==> src/design/adc_cfg_pkg.sv <==
package adc_cfg_pkg;

    typedef logic [10:0] reg_addr_t;   // device register byte address
    typedef logic [8:0]  word_addr_t;  // host word address, reg address >> 2
    typedef logic [7:0]  byte_t;
    typedef logic [31:0] word_t;
    typedef logic [3:0]  strb_t;

    // 24-bit SPI frame, sent MSB first
    typedef struct packed {
        logic        rw;    // 1 read, 0 write
        logic [1:0]  rsvd;  // always zero
        logic [12:0] addr;  // top 2 bits zero
        byte_t       data;
    } spi_frame_t;

    // host write entry held in the command FIFO
    typedef struct packed {
        strb_t      strb;
        word_addr_t addr;
        word_t      data;
    } wr_cmd_t;

    localparam logic SPI_READ  = 1'b1;
    localparam logic SPI_WRITE = 1'b0;

    localparam reg_addr_t ADDR_CHIP_TYPE = 11'h004;
    localparam reg_addr_t ADDR_VENDOR_L  = 11'h00C;
    localparam reg_addr_t ADDR_VENDOR_H  = 11'h00D;
    localparam reg_addr_t ADDR_PLL_CTRL  = 11'h56F;

    localparam byte_t CHIP_TYPE_ID = 8'hC5;
    localparam byte_t VENDOR_ID_L  = 8'h56;
    localparam byte_t VENDOR_ID_H  = 8'h04;

    localparam int PLL_LOCK_BIT = 7;

endpackage

==> src/design/adc_spi_shifter.sv <==
`timescale 1ns/10ps

module adc_spi_shifter import adc_cfg_pkg::*; #(
    parameter int SCLK_HALF = 2
) (
    input  logic       CLK,
    input  logic       RESET,
    input  logic       frame_start,
    input  spi_frame_t tx_frame,
    output logic       spi_busy,
    output logic       frame_done,
    output byte_t      rx_byte,
    output logic       adc_csb,
    output logic       adc_sclk,
    output logic       adc_sdo,
    input  logic       adc_sdi
);

    localparam int DIV_W = (SCLK_HALF > 1) ? $clog2(SCLK_HALF) : 1;

    logic [DIV_W-1:0] div_cnt;
    logic [4:0]       bit_cnt;
    logic [23:0]      tx_sr;
    logic             half_tick;

    assign half_tick = (div_cnt == DIV_W'(SCLK_HALF - 1));
    assign adc_sdo   = tx_sr[23];  // msb first

    always_ff @(posedge CLK) begin
        if (RESET) begin
            spi_busy   <= 1'b0;
            frame_done <= 1'b0;
            adc_csb    <= 1'b1;
            adc_sclk   <= 1'b0;
            div_cnt    <= '0;
            bit_cnt    <= '0;
        end else begin
            frame_done <= 1'b0;
            if (frame_start) begin
                spi_busy <= 1'b1;
                adc_csb  <= 1'b0;
                adc_sclk <= 1'b0;
                div_cnt  <= '0;
                bit_cnt  <= '0;
            end else if (spi_busy) begin
                if (half_tick) begin
                    div_cnt  <= '0;
                    adc_sclk <= !adc_sclk;
                    if (adc_sclk) begin  // falling edge ends a bit
                        if (bit_cnt == 5'd23) begin
                            spi_busy   <= 1'b0;
                            adc_csb    <= 1'b1;
                            frame_done <= 1'b1;
                        end else begin
                            bit_cnt <= bit_cnt + 1'b1;
                        end
                    end
                end else begin
                    div_cnt <= div_cnt + 1'b1;
                end
            end
        end
    end

    // sdo moves on falling sclk, sdi sampled on rising sclk
    always_ff @(posedge CLK) begin
        if (frame_start) begin
            tx_sr <= tx_frame;
        end else if (spi_busy && half_tick) begin
            if (adc_sclk) begin
                tx_sr <= {tx_sr[22:0], 1'b0};
            end else begin
                rx_byte <= {rx_byte[6:0], adc_sdi};  // last 8 samples = read data
            end
        end
    end

    a_done_timing: assert property (@(posedge CLK) disable iff (RESET)
        frame_start |-> ##(48 * SCLK_HALF + 1) frame_done);

endmodule

==> config.mk <==
export PLATFORM = sky130hd
export DESIGN_NAME = adc_spi_shifter
export DESIGN_NICKNAME = d
export VERILOG_FILES = /design/src/design/adc_cfg_pkg.sv /design/src/design/adc_spi_shifter.sv
export SDC_FILE = /design/constraint.sdc
export NUM_CORES = 1
export LEC_CHECK = 0
export BUFFER_PORTS_ARGS = -buffer_cell sky130_fd_sc_hd__buf_2
export CORE_MARGIN = 4
export CORE_UTILIZATION = 40
export DETAILED_ROUTE_END_ITERATION = 10
export GPL_ROUTABILITY_DRIVEN = 0
export PLACE_DENSITY_LB_ADDON = 0.2
export SETUP_SLACK_MARGIN = 0.2
export SYNTH_ARGS = -nofsm -noshare
export SYNTH_HDL_FRONTEND = slang
export SYNTH_SLANG_ARGS = --single-unit
==> constraint.sdc <==
create_clock -name CLK -period 4.7 [get_ports CLK]
set_input_delay 0.47 -clock CLK [delete_from_list [all_inputs] [get_ports CLK]]
set_output_delay 0.47 -clock CLK [all_outputs]
set_load 0.02 [all_outputs]
==> results.toml <==
[timing]
final-hold-violation-count = 0
finalCriticalPeriod_ns = 1.92
slew_headroom_pct = 29.6
post-route-period-util_pct = 40.8
drv_slew = 0
setup-violations-final = 0
fin_ws_ns = 2.78
fmax_mhz = 522
finalSetupTns_ns = 0
rsz0062_at_grt = "false"
tightest_slew_ns = 1.05
finClkSkew_ns = 0.0108

[global_route]
grt_pass1_wl_um = 4730
antenna_found_initial = 0
grt_pass1_vias = 1047
grt.overflow.total = 0
grt_usage_pct = 11.7
grt_max_degree = 31

[worst_setup_path]
crit_required_ns = 4.61
crit_arrival_ns = 1.83
cp-start-kind = "input pin"
crit_fanout = 30
reg2reg_depth = 2
endpoint_kind = "flop"
crit_type = "in -> reg"

[floorplanning]
fp.dieW_um = 72.8
initial_core_util_pct = 41.7
rows = 23
die_h_um = 72.8
num_io_pins = 41
core_area_sq_um = 4030
die-area_sq_um = 5310

[clock_network]
cts_resized = 0
clk_path_buf_depth = 2
cts_tree = "done"
cts-htree-levels = 2
cts_hold_buffers = 0
cts_num_sinks = 42
path_clk_slew_ns = 0.07
cts_buffers = 5
cts_root_buffer = "clkbuf_8"
post_cts_buffers = 0
insertion_delay_ns = 0.29

[placement]
pre_cts_ws_ns = 2.44
portBuffers = 40
dp_hpwl_um = 1960

[synthesis]
synth-seq-cells = 42
syn_nets = 137
syn-instance-count = 108
ys.flop_type = "edfxtp_1"
synth_cell_types = 28
synth_warnings = 0
synth_area_sq_um = 1680
synth_edf_count = 32
ys_seq_area_share_pct = 69.0
avgSynthCellArea_sq_um = 15.6
async_reset_ff_share_pct = 0

[pwr]
p_per_area_nw_per_um2 = 369
leakage_nw = 0.787
peakVddDrop_uv = 167

[run_status]
status = "finished, final reports clean"

[drt]
wl_per_cell_um = 13.7
post-route-drc-count = 0
antenna_left = 0
vias = 1000
via_per_inst = 4.95
dr.pass1.iters = 4
finalWirelength_um = 2760
drtIter0Drc = 70

[cells_and_area]
drive_above_1_share_pct = 50.7
regArea_sq_um = 1160
final_common_cell = "buf_2"
nNetsFinal = 180
layout_common_cells = "buf_2 (40), edfxtp_1 (32), mux2_2 (23)"
antenna_cells = 0
nFillCells = 374
area_delta_synth_final_pct = 21.4
multi_input_area_sq_um = 499

[flow_run]
cap_violations = 0

[hold_path]
holdPathStages = 1
hp-class = "in -> reg"
[layer usage]
layer	vias to the layer above	GRT usage, %	wire, um
met4	0	3.69	32
met2	30	18.1	1270
met5	-	0	0
li1	493	-	-
met1	473	14.2	1240
met3	4	6.20	213
[worst max-delay path: stages]
cell and delay [ns]:
buf_2 0.48, inv_1 0.13, nand2_1 0.74
[cells by family after synthesis]
kind of cell | count (synthesis) | synth area share [%]
xor+xnor | 2 | 1.04
fa+ha+maj | 1 | 0.744
mux | 24 | 16.0
compound gates | 11 | 3.72
flops | 42 | 69.0
simple gates | 23 | 8.19
buf+inv | 5 | 1.26
[final timing paths]
kind / start / to / slack (ns)
setup / recovery: frame_start / tx_sr[23]$_DFFE_PP_ / 2.78
hold / removal: adc_sdi / rx_byte[0]$_DFFE_PP_ / 0.36
setup reg to reg: spi_busy$_SDFF_PP0_ / tx_sr[23]$_DFFE_PP_ / 2.91
hold reg to reg: rx_byte[2]$_DFFE_PP_ / rx_byte[3]$_DFFE_PP_ / 0.45
[sequential cells by signal, indices dropped and copies added, names as in the netlist]
| name | count |
|---|---|
| rx_byte | 8 |
| adc_sclk | 1 |
| bit_cnt | 5 |
| frame_done | 1 |
| adc_csb | 1 |
| tx_sr | 24 |
| spi_busy | 1 |
| div_cnt | 1 |
[cell usage after synthesis (2+ instances only)]
cell type  instances  area, sq um
o21ai_0            4         20.0
edfxtp_1          32          961
buf_2              2         10.0
nand3_1            4         20.0
nand2_1            4         15.0
nor2_1             3         11.3
nor3_1             2         10.0
mux2_2            23          259
dfxtp_1           10          200
a21oi_1            5         25.0
clkbuf_1           2         7.51
[stage by stage]
step                power, W  std cells  area (sq um)  hold WS [ns]  util, %
finish              0.000752        202          2040         0.361     50.7
floorplan           0.000464        108          1680         0.456        -
CTS                 0.000768        202          2040         0.342     50.7
global placement    0.000481        194          1930         0.429     47.8
global route        0.000790        202          2040         0.346     50.7
detailed placement  0.000484        194          1930         0.436     47.8
[area by class of cell]
cell class	instances	area share [%]
clock inverters	3	2.21
multi-input cells	61	24.5
flip-flops and latches	42	56.9
well taps	50	3.07
inverters	1	0.184
repair buffers	40	9.81
clock buffers	5	3.37
[where the power goes]
part / internal, W / switching, W / total (W)
combinational: 0.0000269 / 0.0000218 / 0.0000487
clock: 0.000158 / 0.000120 / 0.000278
sequential: 0.000419 / 0.00000607 / 0.000426
Note: power is estimated with default switching activity, not from simulation.
