--- src/design/adc_cfg_pkg.sv ---
package adc_cfg_pkg;

    typedef logic [10:0] reg_addr_t;   // device register byte address
    typedef logic [8:0]  word_addr_t;  // host word address, reg address >> 2
    typedef logic [7:0]  byte_t;
    typedef logic [31:0] word_t;
    typedef logic [3:0]  strb_t;

    // 24-bit SPI frame, sent MSB first
    typedef struct packed {
        logic        rw;    // 1 read, 0 write
        logic [1:0]  rsvd;  // always zero
        logic [12:0] addr;  // top 2 bits zero
        byte_t       data;
    } spi_frame_t;

    // host write entry held in the command FIFO
    typedef struct packed {
        strb_t      strb;
        word_addr_t addr;
        word_t      data;
    } wr_cmd_t;

    localparam logic SPI_READ  = 1'b1;
    localparam logic SPI_WRITE = 1'b0;

    localparam reg_addr_t ADDR_CHIP_TYPE = 11'h004;
    localparam reg_addr_t ADDR_VENDOR_L  = 11'h00C;
    localparam reg_addr_t ADDR_VENDOR_H  = 11'h00D;
    localparam reg_addr_t ADDR_PLL_CTRL  = 11'h56F;

    localparam byte_t CHIP_TYPE_ID = 8'hC5;
    localparam byte_t VENDOR_ID_L  = 8'h56;
    localparam byte_t VENDOR_ID_H  = 8'h04;

    localparam int PLL_LOCK_BIT = 7;

endpackage

--- src/design/adc_cfg_sequencer.sv ---
`timescale 1ns/10ps

module adc_cfg_sequencer import adc_cfg_pkg::*; #(
    parameter reg_addr_t SCAN_LAST = 11'h5C5
) (
    input  logic       CLK,
    input  logic       RESET,
    input  word_t      scan_interval,
    input  wr_cmd_t    cmd,
    input  logic       cmd_empty,
    output logic       cmd_pop,
    output logic       frame_start,
    output spi_frame_t tx_frame,
    input  logic       frame_done,
    input  byte_t      rx_byte,
    input  logic       spi_busy,
    output logic       mirror_we,
    output reg_addr_t  mirror_waddr,
    output byte_t      mirror_wdata,
    output logic       adc_good,
    output logic       adc_bad
);

    typedef enum logic [2:0] {
        st_idle,
        st_scan_send,
        st_scan_wait,
        st_cmd_load,
        st_lane_check,
        st_lane_send,
        st_lane_wait
    } state_t;

    state_t     state;
    word_t      scan_timer;
    logic       scan_due;
    logic       scanning;
    reg_addr_t  scan_addr;
    logic       scan_end;
    strb_t      lane_strb;
    word_addr_t lane_waddr;
    word_t      lane_data;
    logic [1:0] lane;
    byte_t      chip_type;
    byte_t      vendor_l;
    byte_t      vendor_h;
    byte_t      pll_ctrl;
    byte_t      chip_type_nx;
    byte_t      vendor_l_nx;
    byte_t      vendor_h_nx;
    byte_t      pll_ctrl_nx;
    logic       status_ok;

    assign scan_due     = (scan_timer == scan_interval - 32'd1);
    assign scanning     = (state == st_scan_send) || (state == st_scan_wait);
    assign cmd_pop      = (state == st_cmd_load);  // head latched and popped on same edge
    assign frame_start  = (state == st_scan_send) || (state == st_lane_send);
    assign mirror_we    = (state == st_scan_wait) && frame_done;
    assign mirror_waddr = scan_addr;
    assign mirror_wdata = rx_byte;
    assign scan_end     = mirror_we && (scan_addr == SCAN_LAST);

    always_comb begin
        tx_frame = '0;
        if (state == st_scan_send) begin
            tx_frame.rw   = SPI_READ;
            tx_frame.addr = {2'b00, scan_addr};
        end else begin
            tx_frame.rw   = SPI_WRITE;
            tx_frame.addr = {2'b00, lane_waddr, lane};  // word address * 4 + lane
            tx_frame.data = lane_data[8*lane +: 8];
        end
    end

    // idle counter, held while scanning
    always_ff @(posedge CLK) begin
        if (RESET) begin
            scan_timer <= '0;
        end else if (state == st_idle && scan_due) begin
            scan_timer <= '0;
        end else if (!scanning && !scan_due) begin
            scan_timer <= scan_timer + 32'd1;
        end
    end

    always_ff @(posedge CLK) begin
        if (RESET) begin
            state     <= st_idle;
            scan_addr <= '0;
            lane      <= '0;
        end else begin
            case (state)
                st_idle: begin
                    if (scan_due) begin
                        scan_addr <= '0;
                        state     <= st_scan_send;
                    end else if (!cmd_empty) begin
                        state <= st_cmd_load;
                    end
                end
                st_scan_send: state <= st_scan_wait;
                st_scan_wait: begin
                    if (frame_done) begin
                        if (scan_addr == SCAN_LAST) begin
                            state <= st_idle;
                        end else begin
                            scan_addr <= scan_addr + 1'b1;
                            state     <= st_scan_send;
                        end
                    end
                end
                st_cmd_load: begin
                    lane  <= '0;
                    state <= st_lane_check;
                end
                st_lane_check: begin
                    if (lane_strb[lane]) begin
                        state <= st_lane_send;
                    end else if (lane == 2'd3) begin
                        state <= st_idle;
                    end else begin
                        lane <= lane + 1'b1;
                    end
                end
                st_lane_send: state <= st_lane_wait;
                st_lane_wait: begin
                    if (frame_done) begin
                        if (lane == 2'd3) begin
                            state <= st_idle;
                        end else begin
                            lane  <= lane + 1'b1;
                            state <= st_lane_check;
                        end
                    end
                end
                default: state <= st_idle;
            endcase
        end
    end

    always_ff @(posedge CLK) begin
        if (state == st_cmd_load) begin
            lane_strb  <= cmd.strb;
            lane_waddr <= cmd.addr;
            lane_data  <= cmd.data;
        end
    end

    // id bytes as they will be after this edge, so the last frame counts too
    always_comb begin
        chip_type_nx = chip_type;
        vendor_l_nx  = vendor_l;
        vendor_h_nx  = vendor_h;
        pll_ctrl_nx  = pll_ctrl;
        if (mirror_we) begin
            case (scan_addr)
                ADDR_CHIP_TYPE: chip_type_nx = rx_byte;
                ADDR_VENDOR_L:  vendor_l_nx  = rx_byte;
                ADDR_VENDOR_H:  vendor_h_nx  = rx_byte;
                ADDR_PLL_CTRL:  pll_ctrl_nx  = rx_byte;
                default:        ;
            endcase
        end
    end

    assign status_ok = (chip_type_nx == CHIP_TYPE_ID) && (vendor_l_nx == VENDOR_ID_L) &&
                       (vendor_h_nx == VENDOR_ID_H) && pll_ctrl_nx[PLL_LOCK_BIT];

    always_ff @(posedge CLK) begin
        chip_type <= chip_type_nx;
        vendor_l  <= vendor_l_nx;
        vendor_h  <= vendor_h_nx;
        pll_ctrl  <= pll_ctrl_nx;
    end

    always_ff @(posedge CLK) begin
        if (RESET) begin
            adc_good <= 1'b0;
            adc_bad  <= 1'b0;
        end else if (scan_end) begin
            adc_good <= status_ok;
            adc_bad  <= !status_ok;
        end
    end

    // frames only go out to an idle shifter
    a_start_idle: assert property (@(posedge CLK) disable iff (RESET)
        frame_start |-> !spi_busy);

endmodule

--- config.mk ---
export PLATFORM = sky130hd
export DESIGN_NAME = adc_cfg_sequencer
export DESIGN_NICKNAME = d
export VERILOG_FILES = /design/src/design/adc_cfg_pkg.sv /design/src/design/adc_cfg_sequencer.sv
export SDC_FILE = /design/constraint.sdc
export NUM_CORES = 1
export LEC_CHECK = 0
export ABC_AREA = 1
export BUFFER_PORTS_ARGS = -buffer_cell sky130_fd_sc_hd__buf_2
export CORE_UTILIZATION = 40
export DETAILED_ROUTE_END_ITERATION = 16
export GPL_TIMING_DRIVEN = 0
export PLACE_DENSITY = 0.75
export SLEW_MARGIN = 20
export SYNTH_ARGS = -nofsm -noshare
export SYNTH_HDL_FRONTEND = slang
export SYNTH_SLANG_ARGS = --single-unit
--- constraint.sdc ---
create_clock -name CLK -period 4.4 [get_ports CLK]
set_input_delay 0.88 -clock CLK [delete_from_list [all_inputs] [get_ports CLK]]
set_output_delay 0.88 -clock CLK [all_outputs]
set_load 0.05 [all_outputs]
==> impl_metrics.csv <==
group,metric,value,unit
run_status,outcome,"finished clean",
synthesis,netlist_top_cells_area,"dfxtp_1 (20%), edfxtp_1 (18%), nand2_1 (15%), inv_1 (6.7%), nor2_1 (6.4%)",
synthesis,synth-edff-count,45,
routing,avgViaCountPerCell,4.94,
synthesis,avgSynthCellArea,7.04,um2
floorplan,rows,49,
floorplan,core,18000,um2
critical_path,r2r_cells,11,
timing,finalSetupTns,0,ns
synthesis,yosys.area_share.xor_xnor,7.38,%
critical_path,crit_path_end_kind,"primary output",
critical_path,r2r_end,"adc_good",
layout,fin_nets,1297,
power_and_ir_drop,p_per_area,479,nW/um2
grt,grt_start_max_net_pins,21,
critical_path,arrival,2.55,ns
floorplan,start_util,40.9,%
grt,grt_pass1_vias,6650,
hold_path,hold_path_startpoint,"chip_type[7]",
power_and_ir_drop,leakagePower,0.00392,uW
floorplan,ioPinCount,138,
clock_tree,cts-resized-gates,0,
clock_tree,cts_buffers,17,
grt,grt_pass1_wl,30.6,mm
floorplan,die_h,138,um
timing,finalCritPeriodShare,78.0,%
layout,fillers,1699,
synthesis,synthMuxAreaShare,1.36,%
routing,wl,18.7,mm
synthesis,synth-simple-area-share,32.4,%
hold_path,min_path_type,"reg -> reg",
clock_tree,cts_max_level,4,
synthesis,yosysUniqueCellTypes,48,
layout,final_common_cell,"nand2_1",
clock_tree,cts_buffer_depth,2,
synthesis,syn_area,7360,um2
placed_design,port_buffers,132,
synthesis,yosysWarnings,0,
routing,wire_per_inst,12.9,um
synthesis,yosysSeqAreaShare,38.8,%
timing,tightestPinTransition,0.653,ns
synthesis,yosysTopAreaCellShare,20.4,%
routing,first_pass_iters,5,
clock_tree,cts_setup_buffers,0,
flow_run,drv_cap,0,
timing,fmax,292,MHz
routing,post-route-drc-count,0,
critical_path,crit_fanout,10,
routing,vias,7127,
placed_design,gp_congestion,0.928,
clock_tree,holdBufCountCts,0,
synthesis,synth_top_family_by_area,"simple AND/OR/NAND/NOR gates",
layout,drive_above_1_share,18.4,%
grt,overflow,0,
timing,final-hold-violation-count,0,
power_and_ir_drop,ir_drop,444,uV
synthesis,ys_ff_latch,120,
grt,grt_use_total,20.6,%
critical_path,critPathRequiredTime,3.52,ns
timing,skew,0.00880,ns
critical_path,crit_path_start_kind,"register",
critical_path,startpoint,"lane[0]",
synthesis,synth_compound_area_share,8.86,%
timing,fin_crit,3.43,ns
placed_design,dp_cells,1411,
clock_tree,tritoncts,"yes",
power_and_ir_drop,total_power,4300,uW
critical_path,rr_startpoint,"mirror_waddr[5]",
routing,drtAntennaViolNets,0,
clock_tree,clk-insertion-delay-late,0.41,ns
floorplan,die_w,138,um
clock_tree,cts_root_buf,"clkbuf_16",
routing,drt_iter0_drc,308,
synthesis,synth.largest_area_cell,"dfxtp_1",
timing,setup_viol,0,
placed_design,dp_hpwl,14.3,mm
synthesis,synthArstFlopShare,0,%
grt,grt_antenna_before_repair,1,
clock_tree,cts.clk_slew.worst_paths,0.05,ns
layout,finish.instance_area,8970,um2
critical_path,critical_path_class,"reg -> out",
critical_path,crit_path_end,"tx_frame[6]",
layout,final_cell_mix,"nand2_1 (301), buf_2 (136), inv_1 (131)",
critical_path,regToRegSetupSlack,1.87,ns
placed_design,placed_cell_area,8370,um2
floorplan,dieArea,18900,um2
synthesis,synth_flop_cell,"dfxtp_1",
timing,rsz0062_at_grt,"false",
timing,finalMaxSlewViolations,0,
clock_tree,cts.sink_count,120,
synthesis,synthAdderAreaFrac,1.02,%
layout,instances_no_fill,1444,
synthesis,netlist_instances,1045,
timing,max_slew_margin,56.4,%
layout,area_growth,22.0,%
[cell families after synthesis]
| group | count (synthesis) |
|---|---|
| AOI/OAI and AO/OA | 118 |
| xor gates and xnor gates | 62 |
| adders and majority gates | 6 |
| buffers and inverters | 174 |
| DFF | 120 |
| muxes | 10 |
| other | 1 |
| and+or+nand+nor | 554 |
[synth_stat cells (14+ instances only)]
master,n
inv_1,131
nand2_1,301
dfxtp_1,75
nor3_1,24
buf_4,22
a21oi_1,48
nand4_1,15
xor2_1,48
edfxtp_1,45
nand3_1,42
nor2_1,125
xnor2_1,14
o21ai_0,48
[worst max-delay path: stages, from the launching register on]
cell	delay (ns)
dfxtp_1	0.34
clkbuf_1	0.37
buf_1	0.56
o21ai_0	0.23
o32ai_1	0.31
buf_2	0.32
[where the power goes]
group	switching, uW	total [uW]	internal (uW)
sequential	68.6	1320	1250
combinational	1150	1570	421
clock	524	1410	890
total	1740	4300	2560
[layout make-up]
| cell class | count | area [um2] | area share (%) |
|---|---|---|---|
| repair buffers | 134 | 703 | 7.84 |
| diodes | 1 | 2.50 | 0.0279 |
| multi-input cells | 754 | 3780 | 42.1 |
| plain buffers | 37 | 234 | 2.61 |
| flip-flops and latches | 120 | 2850 | 31.8 |
| inverters | 137 | 514 | 5.73 |
| clock inverters | 15 | 176 | 1.97 |
| clock buffers | 17 | 425 | 4.74 |
| well taps | 229 | 287 | 3.19 |
[registers in the layout, summed over array words and instances, names as in the netlist]
signal,count
vendor_h,8
state,3
scan_timer,32
mirror_waddr,11
lane,2
vendor_l,8
adc_good,1
lane_data,32
lane_waddr,9
adc_bad,1
lane_strb,4
pll_ctrl,1
chip_type,8
[metal layers]
metal	up-vias	GRT usage [%]	routed length [um]
met1	3194	26.7	8720
li1	3658	-	-
met4	0	7.94	312
met5	-	0	0
met3	22	4.12	1250
met2	253	33.6	8380
[stage by stage]
stage	setup slack, ns	util (%)	hold slack [ns]
2_1_floorplan	0.696	-	0.425
3_3_place_gp	0.0647	46.3	0.436
3_5_place_dp	1.10	46.6	0.442
4_1_cts	0.880	49.9	0.456
5_1_grt	0.778	49.9	0.486
6_report	0.970	49.9	0.454
[worst min-delay path by stage]
stage | slack [ns] | cells past startpoint | to
after detailed placement | 0.44 | 2 | chip_type[7]
after CTS | 0.46 | 2 | chip_type[7]
after global placement | 0.44 | 2 | chip_type[7]
after global routing | 0.49 | 2 | chip_type[6]
after floorplan | 0.42 | 2 | pll_ctrl[7]
final | 0.45 | 2 | chip_type[7]
No activity file was read; power rests on OpenSTA's default activity.
