--- config.mk ---
export PLATFORM = sky130hd
export DESIGN_NAME = adc_cmd_fifo
export DESIGN_NICKNAME = d
export VERILOG_FILES = /design/src/design/adc_cfg_pkg.sv /design/src/design/adc_cmd_fifo.sv
export SDC_FILE = /design/constraint.sdc
export NUM_CORES = 1
export LEC_CHECK = 0
export ABC_CLOCK_PERIOD_IN_PS = 13600
export BUFFER_PORTS_ARGS = -buffer_cell sky130_fd_sc_hd__clkbuf_2
export CORE_MARGIN = 2
export CORE_UTILIZATION = 57
export CTS_CLUSTER_SIZE = 14
export DETAILED_ROUTE_END_ITERATION = 6
export PLACE_DENSITY = 0.77
export SLEW_MARGIN = 20
export SYNTH_ARGS = -nofsm -noshare
export SYNTH_HDL_FRONTEND = slang
export SYNTH_SLANG_ARGS = --single-unit
--- constraint.sdc ---
create_clock -name CLK -period 13.6 [get_ports CLK]
set_clock_uncertainty 0.15 [all_clocks]
set_input_delay 1.36 -clock CLK [delete_from_list [all_inputs] [get_ports CLK]]
set_output_delay 1.36 -clock CLK [all_outputs]
set_load 0.05 [all_outputs]
--- src/design/adc_cfg_pkg.sv ---
package adc_cfg_pkg;

    typedef logic [10:0] reg_addr_t;   // device register byte address
    typedef logic [8:0]  word_addr_t;  // host word address, reg address >> 2
    typedef logic [7:0]  byte_t;
    typedef logic [31:0] word_t;
    typedef logic [3:0]  strb_t;

    // 24-bit SPI frame, sent MSB first
    typedef struct packed {
        logic        rw;    // 1 read, 0 write
        logic [1:0]  rsvd;  // always zero
        logic [12:0] addr;  // top 2 bits zero
        byte_t       data;
    } spi_frame_t;

    // host write entry held in the command FIFO
    typedef struct packed {
        strb_t      strb;
        word_addr_t addr;
        word_t      data;
    } wr_cmd_t;

    localparam logic SPI_READ  = 1'b1;
    localparam logic SPI_WRITE = 1'b0;

    localparam reg_addr_t ADDR_CHIP_TYPE = 11'h004;
    localparam reg_addr_t ADDR_VENDOR_L  = 11'h00C;
    localparam reg_addr_t ADDR_VENDOR_H  = 11'h00D;
    localparam reg_addr_t ADDR_PLL_CTRL  = 11'h56F;

    localparam byte_t CHIP_TYPE_ID = 8'hC5;
    localparam byte_t VENDOR_ID_L  = 8'h56;
    localparam byte_t VENDOR_ID_H  = 8'h04;

    localparam int PLL_LOCK_BIT = 7;

endpackage

--- src/design/adc_cmd_fifo.sv ---
`timescale 1ns/10ps

module adc_cmd_fifo import adc_cfg_pkg::*; #(
    parameter int FIFO_DEPTH = 16
) (
    input  logic       CLK,
    input  logic       RESET,
    input  logic       wvalid,
    input  word_addr_t waddr,
    input  word_t      wdata,
    input  strb_t      wstrb,
    input  logic       cmd_pop,
    output wr_cmd_t    cmd,
    output logic       cmd_empty
);

    localparam int PTR_W = (FIFO_DEPTH > 1) ? $clog2(FIFO_DEPTH) : 1;
    localparam int CNT_W = $clog2(FIFO_DEPTH + 1);

    wr_cmd_t          mem [FIFO_DEPTH];
    logic [PTR_W-1:0] wr_ptr;
    logic [PTR_W-1:0] rd_ptr;
    logic [CNT_W-1:0] count;
    logic             full;
    logic             push;
    logic             pop;

    assign full      = (count == CNT_W'(FIFO_DEPTH));
    assign cmd_empty = (count == '0);
    assign push      = wvalid && !full;
    assign pop       = cmd_pop && !cmd_empty;
    assign cmd       = mem[rd_ptr];  // head entry, shown without delay

    always_ff @(posedge CLK) begin
        if (push) begin
            mem[wr_ptr] <= '{strb: wstrb, addr: waddr, data: wdata};
        end
    end

    always_ff @(posedge CLK) begin
        if (RESET) begin
            wr_ptr <= '0;
            rd_ptr <= '0;
            count  <= '0;
        end else begin
            if (push) begin
                wr_ptr <= (wr_ptr == PTR_W'(FIFO_DEPTH - 1)) ? '0 : wr_ptr + 1'b1;
            end
            if (pop) begin
                rd_ptr <= (rd_ptr == PTR_W'(FIFO_DEPTH - 1)) ? '0 : rd_ptr + 1'b1;
            end
            count <= count + CNT_W'(push) - CNT_W'(pop);
        end
    end

    // host has no back-pressure, it must respect the depth
    a_no_push_full: assert property (@(posedge CLK) disable iff (RESET) wvalid |-> !full);
    a_no_pop_empty: assert property (@(posedge CLK) disable iff (RESET) cmd_pop |-> !cmd_empty);

endmodule

==> results of run 1 <==
[power by group through the flow]
stage               Combinational, mW  Clock (mW)  Sequential [mW]
global placement                0.897           0             2.66
CTS                             0.924        1.92             2.61
global route                    0.973        2.00             2.62
floorplan                       0.769           0             2.62
finish                          0.914        1.90             2.61
detailed placement              0.911           0             2.66
[path summary, 6_finish.rpt]
check                            endpoint
worst min-delay path            flip-flop
worst max register to register   count[4]
worst min register to register  flip-flop
worst max-delay path              cmd[14]
[Yosys cell counts (10+ instances only)]
cell type	number
mux4_2	116
clkbuf_1	28
a22oi_1	90
edfxtp_1	720
buf_12	11
ha_1	11
and2_1	10
buf_2	19
mux4_1	64
nand2_1	51
dfxtp_1	17
[worst reg2reg max path, delay by kind of cell, from the launching register on]
| kind | cells | cell delay (ps) |
|---|---|---|
| compound gates | 2 | 290 |
| flops | 1 | 310 |
| simple gates | 4 | 1390 |
| fa+ha+maj | 4 | 1020 |
| buf+inv | 2 | 120 |
[flip-flops by register name (all words and copies together) (netlist names), named ones only]
name	flops
mem	720
rd_ptr	4
count	5
wr_ptr	4
[metrics by stage]
stage	cells	util (%)	setup slack (ps)	power, mW
4_1_cts	2052	64.5	7640	5.46
6_report	2055	64.5	7740	5.42
3_5_place_dp	1929	60.0	8310	3.57
3_3_place_gp	1929	60.0	8080	3.55
5_1_grt	2054	64.5	7450	5.60
2_1_floorplan	1205	-	6580	3.39
[metal layers]
metal	vias to the layer above	part of all wire, %
li1	5454	-
met1	6924	38
met2	686	51
met3	138	8.2
met4	4	3.4
met5	-	0.044
[cell families (layout without fill, tap and decap cells)]
family	Yosys count	in the layout	share of synthesized area, %
AO/OA/AOI/OAI	106	106	2.73
XOR/XNOR	5	5	0.156
adder cells (fa/ha/maj)	12	12	0.560
buffers and inverters	72	255	1.71
flip-flops	737	737	78.0
multiplexers	181	181	15.3
other	0	3	0
AND/OR/NAND/NOR	92	92	1.59
[area by class of cell]
cell class | count | share of cell area, %
Sequential cell | 737 | 69.7
Multi-Input combinational cell | 396 | 18.3
Clock buffer | 91 | 6.08
Tap cell | 664 | 2.63
Timing Repair Buffer | 123 | 2.19
Clock inverter | 32 | 0.940
Inverter | 9 | 0.107
Antenna cell | 3 | 0.0238
==> results.md, run 1 <==
- Outcome: finished, final reports clean
- Commonest non-fill, non-tap cell in the layout: edfxtp_1
- RR Startpoint: count[3]
- Synth cell types: 34
- PostCTS Resize Cnt: 0
- Filler Cells Inserted: 3099
- Initial DRC count: 1686
- Mapped Area: about 0.028 mm^2
- Starting density of the core: between 50 and 60%
- CP max FO: between 50 and 60
- Register Area: between 0.02 and 0.025 mm^2
- GR Util All Layers: approximately 25%
- Worst Hold Class: flip-flop to flip-flop
- Most frequent cells in the layout: edfxtp_1, mux4_2, clkbuf_2
- Endpoints failing hold: 0
- Post-CTS Setup Inserts: 0
- Core footprint: 0.0488 mm^2
- Syn_area_per_cell: about 23 um^2
- Worst-Skew Late Latency: 600 ps
- GR Layer Usage met1: approximately a third
- Setup-failing EPs final: 0
- # IOs: 95
- Critical-path cell list: buf_6 > buf_4 > mux4_1 > a22oi_1 > nand2_1 > clkbuf_2
- Vias in the first global route: ~14000
- Largest net degree at the start of global routing: 79
- Fmax: approximately 170 MHz
- Met2 usage: 40.6%
- CTS buffer count: between 70 and 80
- Sw frac: 25.9%
- Share of layout cells above drive strength 1: 25.6%
- Placed instance area: 0.0293 mm^2
- R2R Setup Slk: 10270 ps
- Synth Warn #: 0
- Multi-input gate area: slightly below 0.006 mm^2
- Worst Path Buf+Inv: 3
- Fin crit period: just under 6000 ps
- Seq pwr share: ~48%
- Mapped Nets: roughly 1300
- R2R depth: 12
- Slew HR: 26.8%
- Final Max Tran Viols: 0
- PwrDens: about 170 mW/mm^2
- Initial antenna violation count: 4
- Worst hold path stage count: 2
- DIE AREA: 0.0512 mm^2
- Routed Wire Length: 61200 um
- Via density: between 6 and 7
- Mean routed wirelength per cell: approximately 30 um
- WP depth: 6
- CP peak stage delay: 970 ps
- Root Buffer: clkbuf_16
- Critical setup path kind: flip-flop to primary output
- CP Launch Type: flip-flop
- #FFs+latches synth: between 700 and 800
- Grt met3 use: 4.44%
- Critical path's top delay family: buffers and inverters
- Via count: 13200
- Hold path start: rd_ptr[1]
- EDFF count, synth: between 700 and 800
- WP data arrival: 4350 ps
- First-pass GRT wire length: between 80000 and 90000 um
- Seq/Total Area, Yosys: 78.0%
- Setup_tns: 0 ps
- Reg clk slew, reported paths: around 60 ps
- Int Power: approximately 4 mW
- Worst Setup End Kind: primary output
- # nets final: ~1400
- Area leader, netlist: edfxtp_1
- Htree depth: 3
- First-pass detailed-route iteration total: 5
- Leading post-synthesis cells by cell area: edfxtp_1, mux4_2, mux4_1
- Final hold slack: 334 ps
- Remaining antenna violation count: 0
- Synth Instances: ~1200
- IO buf count: 94
- Grt peak-use layer: met2
- Sw power: roughly 1.4 mW
- DRC errors left: 0
- RSZ-0062 raised after global routing: no
- Post-DP HPWL: around 28000 um
- Final period utilization: about 43%
- Combinational share of power: 16.8%
- Post-route cell area: 0.0315 mm^2
- Die Span X: 226 um
- CTS Hold Buffers Added: 0
- Clk buf depth: 3
- FP Rows: 81
- Grt ovf: 0
- Max Cap Viol: 0
- Area delta synth->final: 12.0%
- Slew of the pin with the lowest slew margin: 1100 ps
- Top cell type's share of synthesized area: 76.8%
- CTS sink cnt: approximately 740
- Maximum VDD drop: about 0.13 mV
- CP max-delay cell: dfxtp_4
- CTS tree: yes
- Post-synth ARST share: 0%
- Critical path required time: around 12000 ps
- Die height: ~230 um
- Pleak: slightly above 10 nW
- Clk pwr share: 35.0%
- Placer Congestion: slightly above 0.7
- Predominant post-synthesis flop cell: edfxtp_1
No activity file was read; power rests on OpenSTA's default activity.
==> run 2: changes to the inputs <==
- ABC_CLOCK_PERIOD_IN_PS: 13600 -> 4900
- CORE_UTILIZATION: 57 -> 55
- PLACE_DENSITY: 0.77 -> 0.78
- clock period: 13.6 -> 4.9 ns (I/O delays scaled with it)
==> run 2 against run 1 <==
  * Critical path depth unchanged
  * Non-clock buffer count is 12 higher
  * First-iteration DRC count is 1.9% lower
  * Power rose to 2.8 times the previous value
  * Clock power rose to 2.7 times the previous value
  * Via count increased by 0.52%
  * Register-to-register slack worse by 8800 ps
  * Clock-buffer cell count grew 3
  * Sequential power increased to 2.8 times the previous value
  * Wire length about the same
  * Combinational power rose to 2.9 times the previous value
  * Critical path type unchanged
  * Largest power group unchanged
  * Highest routed layer unchanged
==> results.md, run 2 (synthesized netlist as in run 1, its figures left out) <==
- Commonest non-fill, non-tap cell in the layout: edfxtp_1 (unchanged)
- Die Span X: 230 um (was 226 um)
- Core footprint: 0.0504 mm^2 (was 0.0488 mm^2)
- IO buf count: 94 (unchanged)
- CP Launch Type: flip-flop (unchanged)
- Final period utilization: 78.8%
- Htree depth: 3 (unchanged)
- RR Startpoint: count[3] (unchanged)
- Via count: 13300 (was 13200)
- Initial antenna violation count: 2 (was 4)
- Slew of the pin with the lowest slew margin: 974 ps (was 1100 ps)
- Critical-path cell list: buf_4 > buf_4 > mux4_2 > a22oi_1 > nand2_1 > clkbuf_2 (was buf_6 > buf_4 > mux4_1 > a22oi_1 > nand2_1 > clkbuf_2)
- Slew HR: 35.1% (was 26.8%)
- Setup_tns: 0 ps (unchanged)
- Fmax: 259 MHz
- Largest net degree at the start of global routing: 115 (was 79)
- Most frequent cells in the layout: edfxtp_1, mux4_2, clkbuf_2 (unchanged)
- Die height: 230 um (was 226 um)
- Grt met3 use: 4.10% (was 4.44%)
- Routed Wire Length: 61100 um (was 61200 um)
- Register Area: 0.0220 mm^2 (unchanged)
- CTS Hold Buffers Added: 0 (unchanged)
- GR Layer Usage met1: 32.9% (was 33.4%)
- Pleak: 10.1 nW (about the same)
- Area delta synth->final: 12.5% (was 12.0%)
- Endpoints failing hold: 0 (unchanged)
- Worst Hold Class: input port to flip-flop (was flip-flop to flip-flop)
- Top Registers: mem: 720 flops, count: 5 flops (unchanged)
- Critical setup path kind: flip-flop to primary output (unchanged)
- Via density: 6.39 (was 6.43)
- WP data arrival: 3220 ps (was 4350 ps)
- Clk buf depth: 3 (unchanged)
- Vias in the first global route: 13600 (about the same)
- Final Max Tran Viols: 0 (unchanged)
- Outcome: finished, final reports clean (unchanged)
- Maximum VDD drop: 0.316 mV (was 0.128 mV)
- Pre-CTS setup slack: 1590 ps (was 8310 ps)
- Max reg flops: 720 (unchanged)
- Worst Setup Slack, final: 1040 ps (was 7740 ps)
- Setup-failing EPs final: 0 (unchanged)
- First-pass GRT wire length: 90300 um (was 89300 um)
- CP max-delay cell: dfxtp_4 (unchanged)
- FP Rows: 82 (was 81)
- CP peak stage delay: 700 ps (was 970 ps)
- Remaining antenna violation count: 0 (unchanged)
- Multi-input gate area: 0.00579 mm^2 (about the same)
- Worst Setup End Kind: primary output (unchanged)
- Initial DRC count: 1654 (was 1686)
- CTS buffer count: 72 (was 71)
- Cell repeated most along the worst path: buf_4
- CTS tree: yes (unchanged)
- CTS sink cnt: 737 (unchanged)
- CP max FO: 25 (was 58)
- Mean routed wirelength per cell: 29.5 um (was 29.8 um)
- Post-CTS Setup Inserts: 0 (unchanged)
- Root Buffer: clkbuf_16 (unchanged)
- Fin crit period: 3860 ps
- Critical path required time: 4260 ps (was 12090 ps)
- RSZ-0062 raised after global routing: no (unchanged)
- First-pass detailed-route iteration total: 6 (was 5)
- Critical path's top delay family: buffers and inverters (unchanged)
- Max Cap Viol: 0 (unchanged)
- Grt peak-use layer: met2 (unchanged)
- Worst-Skew Late Latency: 600 ps (about the same)
- Starting density of the core: 55.9% (was 57.7%)
- GR Util All Layers: 23.6% (was 24.7%)
- DIE AREA: 0.0530 mm^2 (was 0.0512 mm^2)
- Reg clk slew, reported paths: 60 ps (about the same)
- Post-DP HPWL: 31400 um (was 28400 um)
- Hold path start: cmd_pop (was rd_ptr[1])
- Share of layout cells above drive strength 1: 26.2% (was 25.6%)
- Filler Cells Inserted: 3251 (was 3099)
- Biggest register: mem (unchanged)
- PostCTS Resize Cnt: 0 (unchanged)
- Met2 usage: 38.7% (was 40.6%)
- # IOs: 95 (unchanged)
- DRC errors left: 0 (unchanged)
- Placer Congestion: 0.746 (was 0.711)
- Worst Path Buf+Inv: 3 (unchanged)
- PwrDens: 473 mW/mm^2 (was 172 mW/mm^2)
- Grt ovf: 0 (unchanged)
- # nets final: 1412 (was 1399)
-- run 2: cell types whose count changed in the layout (fill, tap and decap cells not counted), sizes merged --
cell	change
clkinvlp	-1
diode	-2
bufinv	-2
clkinv	+3
buf	+12
clkbuf	+3
-- run 2: layout make-up --
class,instances,share of cell area [%]
tap,672,2.65
clock inverter,32,0.770
inverter,9,0.107
antenna,1,0.00790
multi-input combinational,396,18.3
timing repair buffer,135,2.77
sequential,737,69.3
clock buffer,94,6.08
-- run 2: worst reg2reg max path, delay by kind of cell (launching register included) --
family          cells  cell delay (ps)
flops               1              320
compound gates      2              290
simple gates        4             1420
buf+inv             2              120
fa+ha+maj           4             1020
-- run 2: metrics by stage --
stage	hold WS [ps]	cells	power (mW)	cell area, um^2	utilization, %
after floorplan	313	1205	9.42	28200	-
after global placement	339	1949	9.91	29500	58.6
after detailed placement	362	1949	9.96	29500	58.6
after CTS	41.5	2075	15.1	31700	62.9
after global routing	98.8	2076	15.5	31700	62.9
final	67.3	2076	15.0	31700	62.9
-- run 2: layer usage --
layer,part of all wire [%],up-vias
met3,7.7,106
met2,51,651
met1,39,7032
li1,-,5484
met5,0.018,-
met4,2.3,2
-- run 2: path summary, 6_finish.rpt --
kind	cells after the start	end	slack [ps]
max reg2reg	12	count[4]	1520
min	3	flip-flop	70
min reg2reg	2	flip-flop	370
max	6	cmd[39]	1040
-- run 2: power breakdown --
group | internal, mW | switching (mW) | total (mW) | leakage [nW]
clock network | 2.93 | 2.24 | 5.17 | 1.07
registers | 7.10 | 0.0907 | 7.19 | 6.64
logic | 1.05 | 1.58 | 2.63 | 2.42
total | 11.1 | 3.91 | 15.0 | 10.1
==> run 3: changes to the inputs <==
- ABC_CLOCK_PERIOD_IN_PS: 4900 -> 3150
- clock period: 4.9 -> 3.15 ns (I/O delays scaled with it)
==> run 3 against run 2 <==
  * Setup slack got worse by 970 ps
  * Critical path depth unchanged
  * Sequential cell count unchanged
  * Design area increased by 2.4%
  * Register-to-register slack got worse by 1400 ps
  * Sequential power increased by 54%
  * Combinational power increased by 70%
  * Non-clock buffer count increased by 54
  * Highest routed layer unchanged
==> results.md, run 3 (synthesized netlist as in run 1, its figures left out) <==
- Outcome: finished, final reports clean (unchanged)
- Pre-CTS setup slack: 24.0 ps (was 1590 ps)
- CP Launch Type: flip-flop (unchanged)
- CP max FO: 17 (was 25)
- Final period utilization: 97.9%
- CP max-delay cell: mux4_2 (was dfxtp_4)
- Max Cap Viol: 0 (unchanged)
- Critical-path cell list: buf_12 > buf_12 > mux4_2 > a22oi_2 > nand2_1 > clkbuf_2 (was buf_4 > buf_4 > mux4_2 > a22oi_1 > nand2_1 > clkbuf_2)
- Final Power: 23.5 mW (was 15.0 mW)
- Starting density of the core: 55.9% (unchanged)
- Hold path start: wvalid (was cmd_pop)
- RR Startpoint: count[2] (was count[3])
- Max reg flops: 720 (unchanged)
- Post-DP HPWL: 30100 um (was 31400 um)
- Reg2reg end: count[4] (unchanged)
- Die height: 230 um (unchanged)
- GR Util All Layers: 23.1% (was 23.6%)
- Grt ovf: 0 (unchanged)
- FP Rows: 82 (unchanged)
- WP data arrival: 2620 ps (was 3220 ps)
- Critical setup path kind: flip-flop to primary output (unchanged)
- Worst Hold Class: input port to flip-flop (unchanged)
- Worst Setup End Kind: primary output (unchanged)
- Cell repeated most along the worst path: buf_12 (was buf_4)
- Worst Setup Slack, final: 65.0 ps (was 1040 ps)
- Cells after DPL: 1958 (was 1949)
- Worst-Skew Late Latency: 580 ps (was 600 ps)
- CTS tree: yes (unchanged)
- Top Registers: mem: 720 flops, count: 5 flops (unchanged)
- Setup-failing EPs final: 0 (unchanged)
- R2R depth: 13 (was 12)
- Commonest non-fill, non-tap cell in the layout: edfxtp_1 (unchanged)
- Initial antenna violation count: 2 (unchanged)
- Setup_tns: 0 ps (unchanged)
- Vias in the first global route: 14200 (was 13600)
- Routed Wire Length: 60100 um (was 61100 um)
- Via count: 13400 (was 13300)
- Initial DRC count: 1368 (was 1654)
- Area delta synth->final: 15.3% (was 12.5%)
- Most frequent cells in the layout: edfxtp_1, mux4_2, a22oi_1, clkbuf_2, clkbuf_16 (was edfxtp_1, mux4_2, clkbuf_2)
- R2R Setup Slk: 140 ps (was 1520 ps)
- RSZ-0062 raised after global routing: yes (was no)
- CTS buffer count: 70 (was 72)
- Root Buffer: clkbuf_16 (unchanged)
- Placer Congestion: 0.712 (was 0.746)
- WHS Endpoint: wr_ptr[2]
- Placed instance area: 0.0298 mm^2 (was 0.0295 mm^2)
- Slew HR: 42.8% (was 35.1%)
- Post-layout util: 64.4% (was 62.9%)
- Largest net degree at the start of global routing: 83 (was 115)
- DIE AREA: 0.0530 mm^2 (unchanged)
- Die Span X: 230 um (unchanged)
- CP peak stage delay: 570 ps (was 700 ps)
- Reg clk slew, reported paths: 60 ps (about the same)
- Fmax: 324 MHz
- Clk buf depth: 3 (unchanged)
- Remaining antenna violation count: 0 (unchanged)
- Mean routed wirelength per cell: 28.3 um (was 29.5 um)
- Slew of the pin with the lowest slew margin: 859 ps (was 974 ps)
- Fin cells: 2121 (was 2076)
- # nets final: 1464 (was 1412)
- CTS sink cnt: 737 (unchanged)
- Biggest register: mem (unchanged)
- Fin crit period: ~3100 ps
- IO buf count: 94 (unchanged)
- Endpoints failing hold: 0 (unchanged)
- PwrDens: 725 mW/mm^2 (was 473 mW/mm^2)
- First-pass detailed-route iteration total: 5 (was 6)
- Pleak: 10.4 nW (was 10.1 nW)
- Share of layout cells above drive strength 1: 25.8% (was 26.2%)
- # IOs: 95 (unchanged)
- Htree depth: 3 (unchanged)
- Maximum VDD drop: 0.731 mV (was 0.316 mV)
- Critical path required time: 2680 ps (was 4260 ps)
- Via density: 6.33 (was 6.39)
- Core footprint: 0.0504 mm^2 (unchanged)
- Final Max Tran Viols: 0 (unchanged)
- Worst hold path stage count: 4 (was 3)
- DRC errors left: 0 (unchanged)
- First-pass GRT wire length: 89200 um (was 90300 um)
- Final hold slack: 16.8 ps (was 67.3 ps)
- Post-route cell area: 0.0325 mm^2 (was 0.0317 mm^2)
run 3: worst max path at each step:
stage                         start   endpoint  slack (ps)  cells after the start
final                     flip-flop    cmd[14]          70                      6
after global routing      flip-flop    cmd[12]         -30                      6
after CTS                 flip-flop    cmd[12]           2                      6
after detailed placement   count[2]   count[4]          20                     13
after global placement     count[3]   count[4]         130                     13
after floorplan            count[2]  mem[0][0]       -1000                      6
run 3: worst max-delay path, delay by kind of cell, from the launching register on:
kind | cells | cell delay [ps]
buffers and inverters | 3 | 660
multiplexers | 1 | 570
flip-flops | 1 | 420
AO/OA/AOI/OAI | 1 | 270
AND/OR/NAND/NOR | 1 | 110
run 3: final cells by class:
cell class,count,area [um^2]
Clock inverter,28,274
Sequential cell,737,22000
Fill cell,3115,17900
Antenna cell,2,5.00
Inverter,9,33.8
Clock buffer,88,1840
Tap cell,672,841
Multi-Input combinational cell,396,5850
Timing Repair Buffer,189,1650
run 3: what timing repair did:
item,in CTS,in global routing
buffers inserted,2,0
resized for setup,0,14
hold endpoints to repair,642,0
hold buffers,43,0
endpoints found under the setup margin,22,9
run 3: power by group:
part / total (mW) / internal (mW) / switching (mW) / leakage [nW]
logic: 4.46 / 1.87 / 2.59 / 2.74
clock network: 7.94 / 4.60 / 3.34 / 1.03
registers: 11.1 / 11.0 / 0.101 / 6.64
total: 23.5 / 17.5 / 6.03 / 10.4
run 3: layer usage:
metal / global-route usage, % / part of all wire [%] / vias to the layer above
met5: 0 / 0.012 / -
li1: - / - / 5578
met4: 7.50 / 2.8 / 2
met3: 4.27 / 7.0 / 128
met1: 30.2 / 38 / 7086
met2: 39.7 / 53 / 629
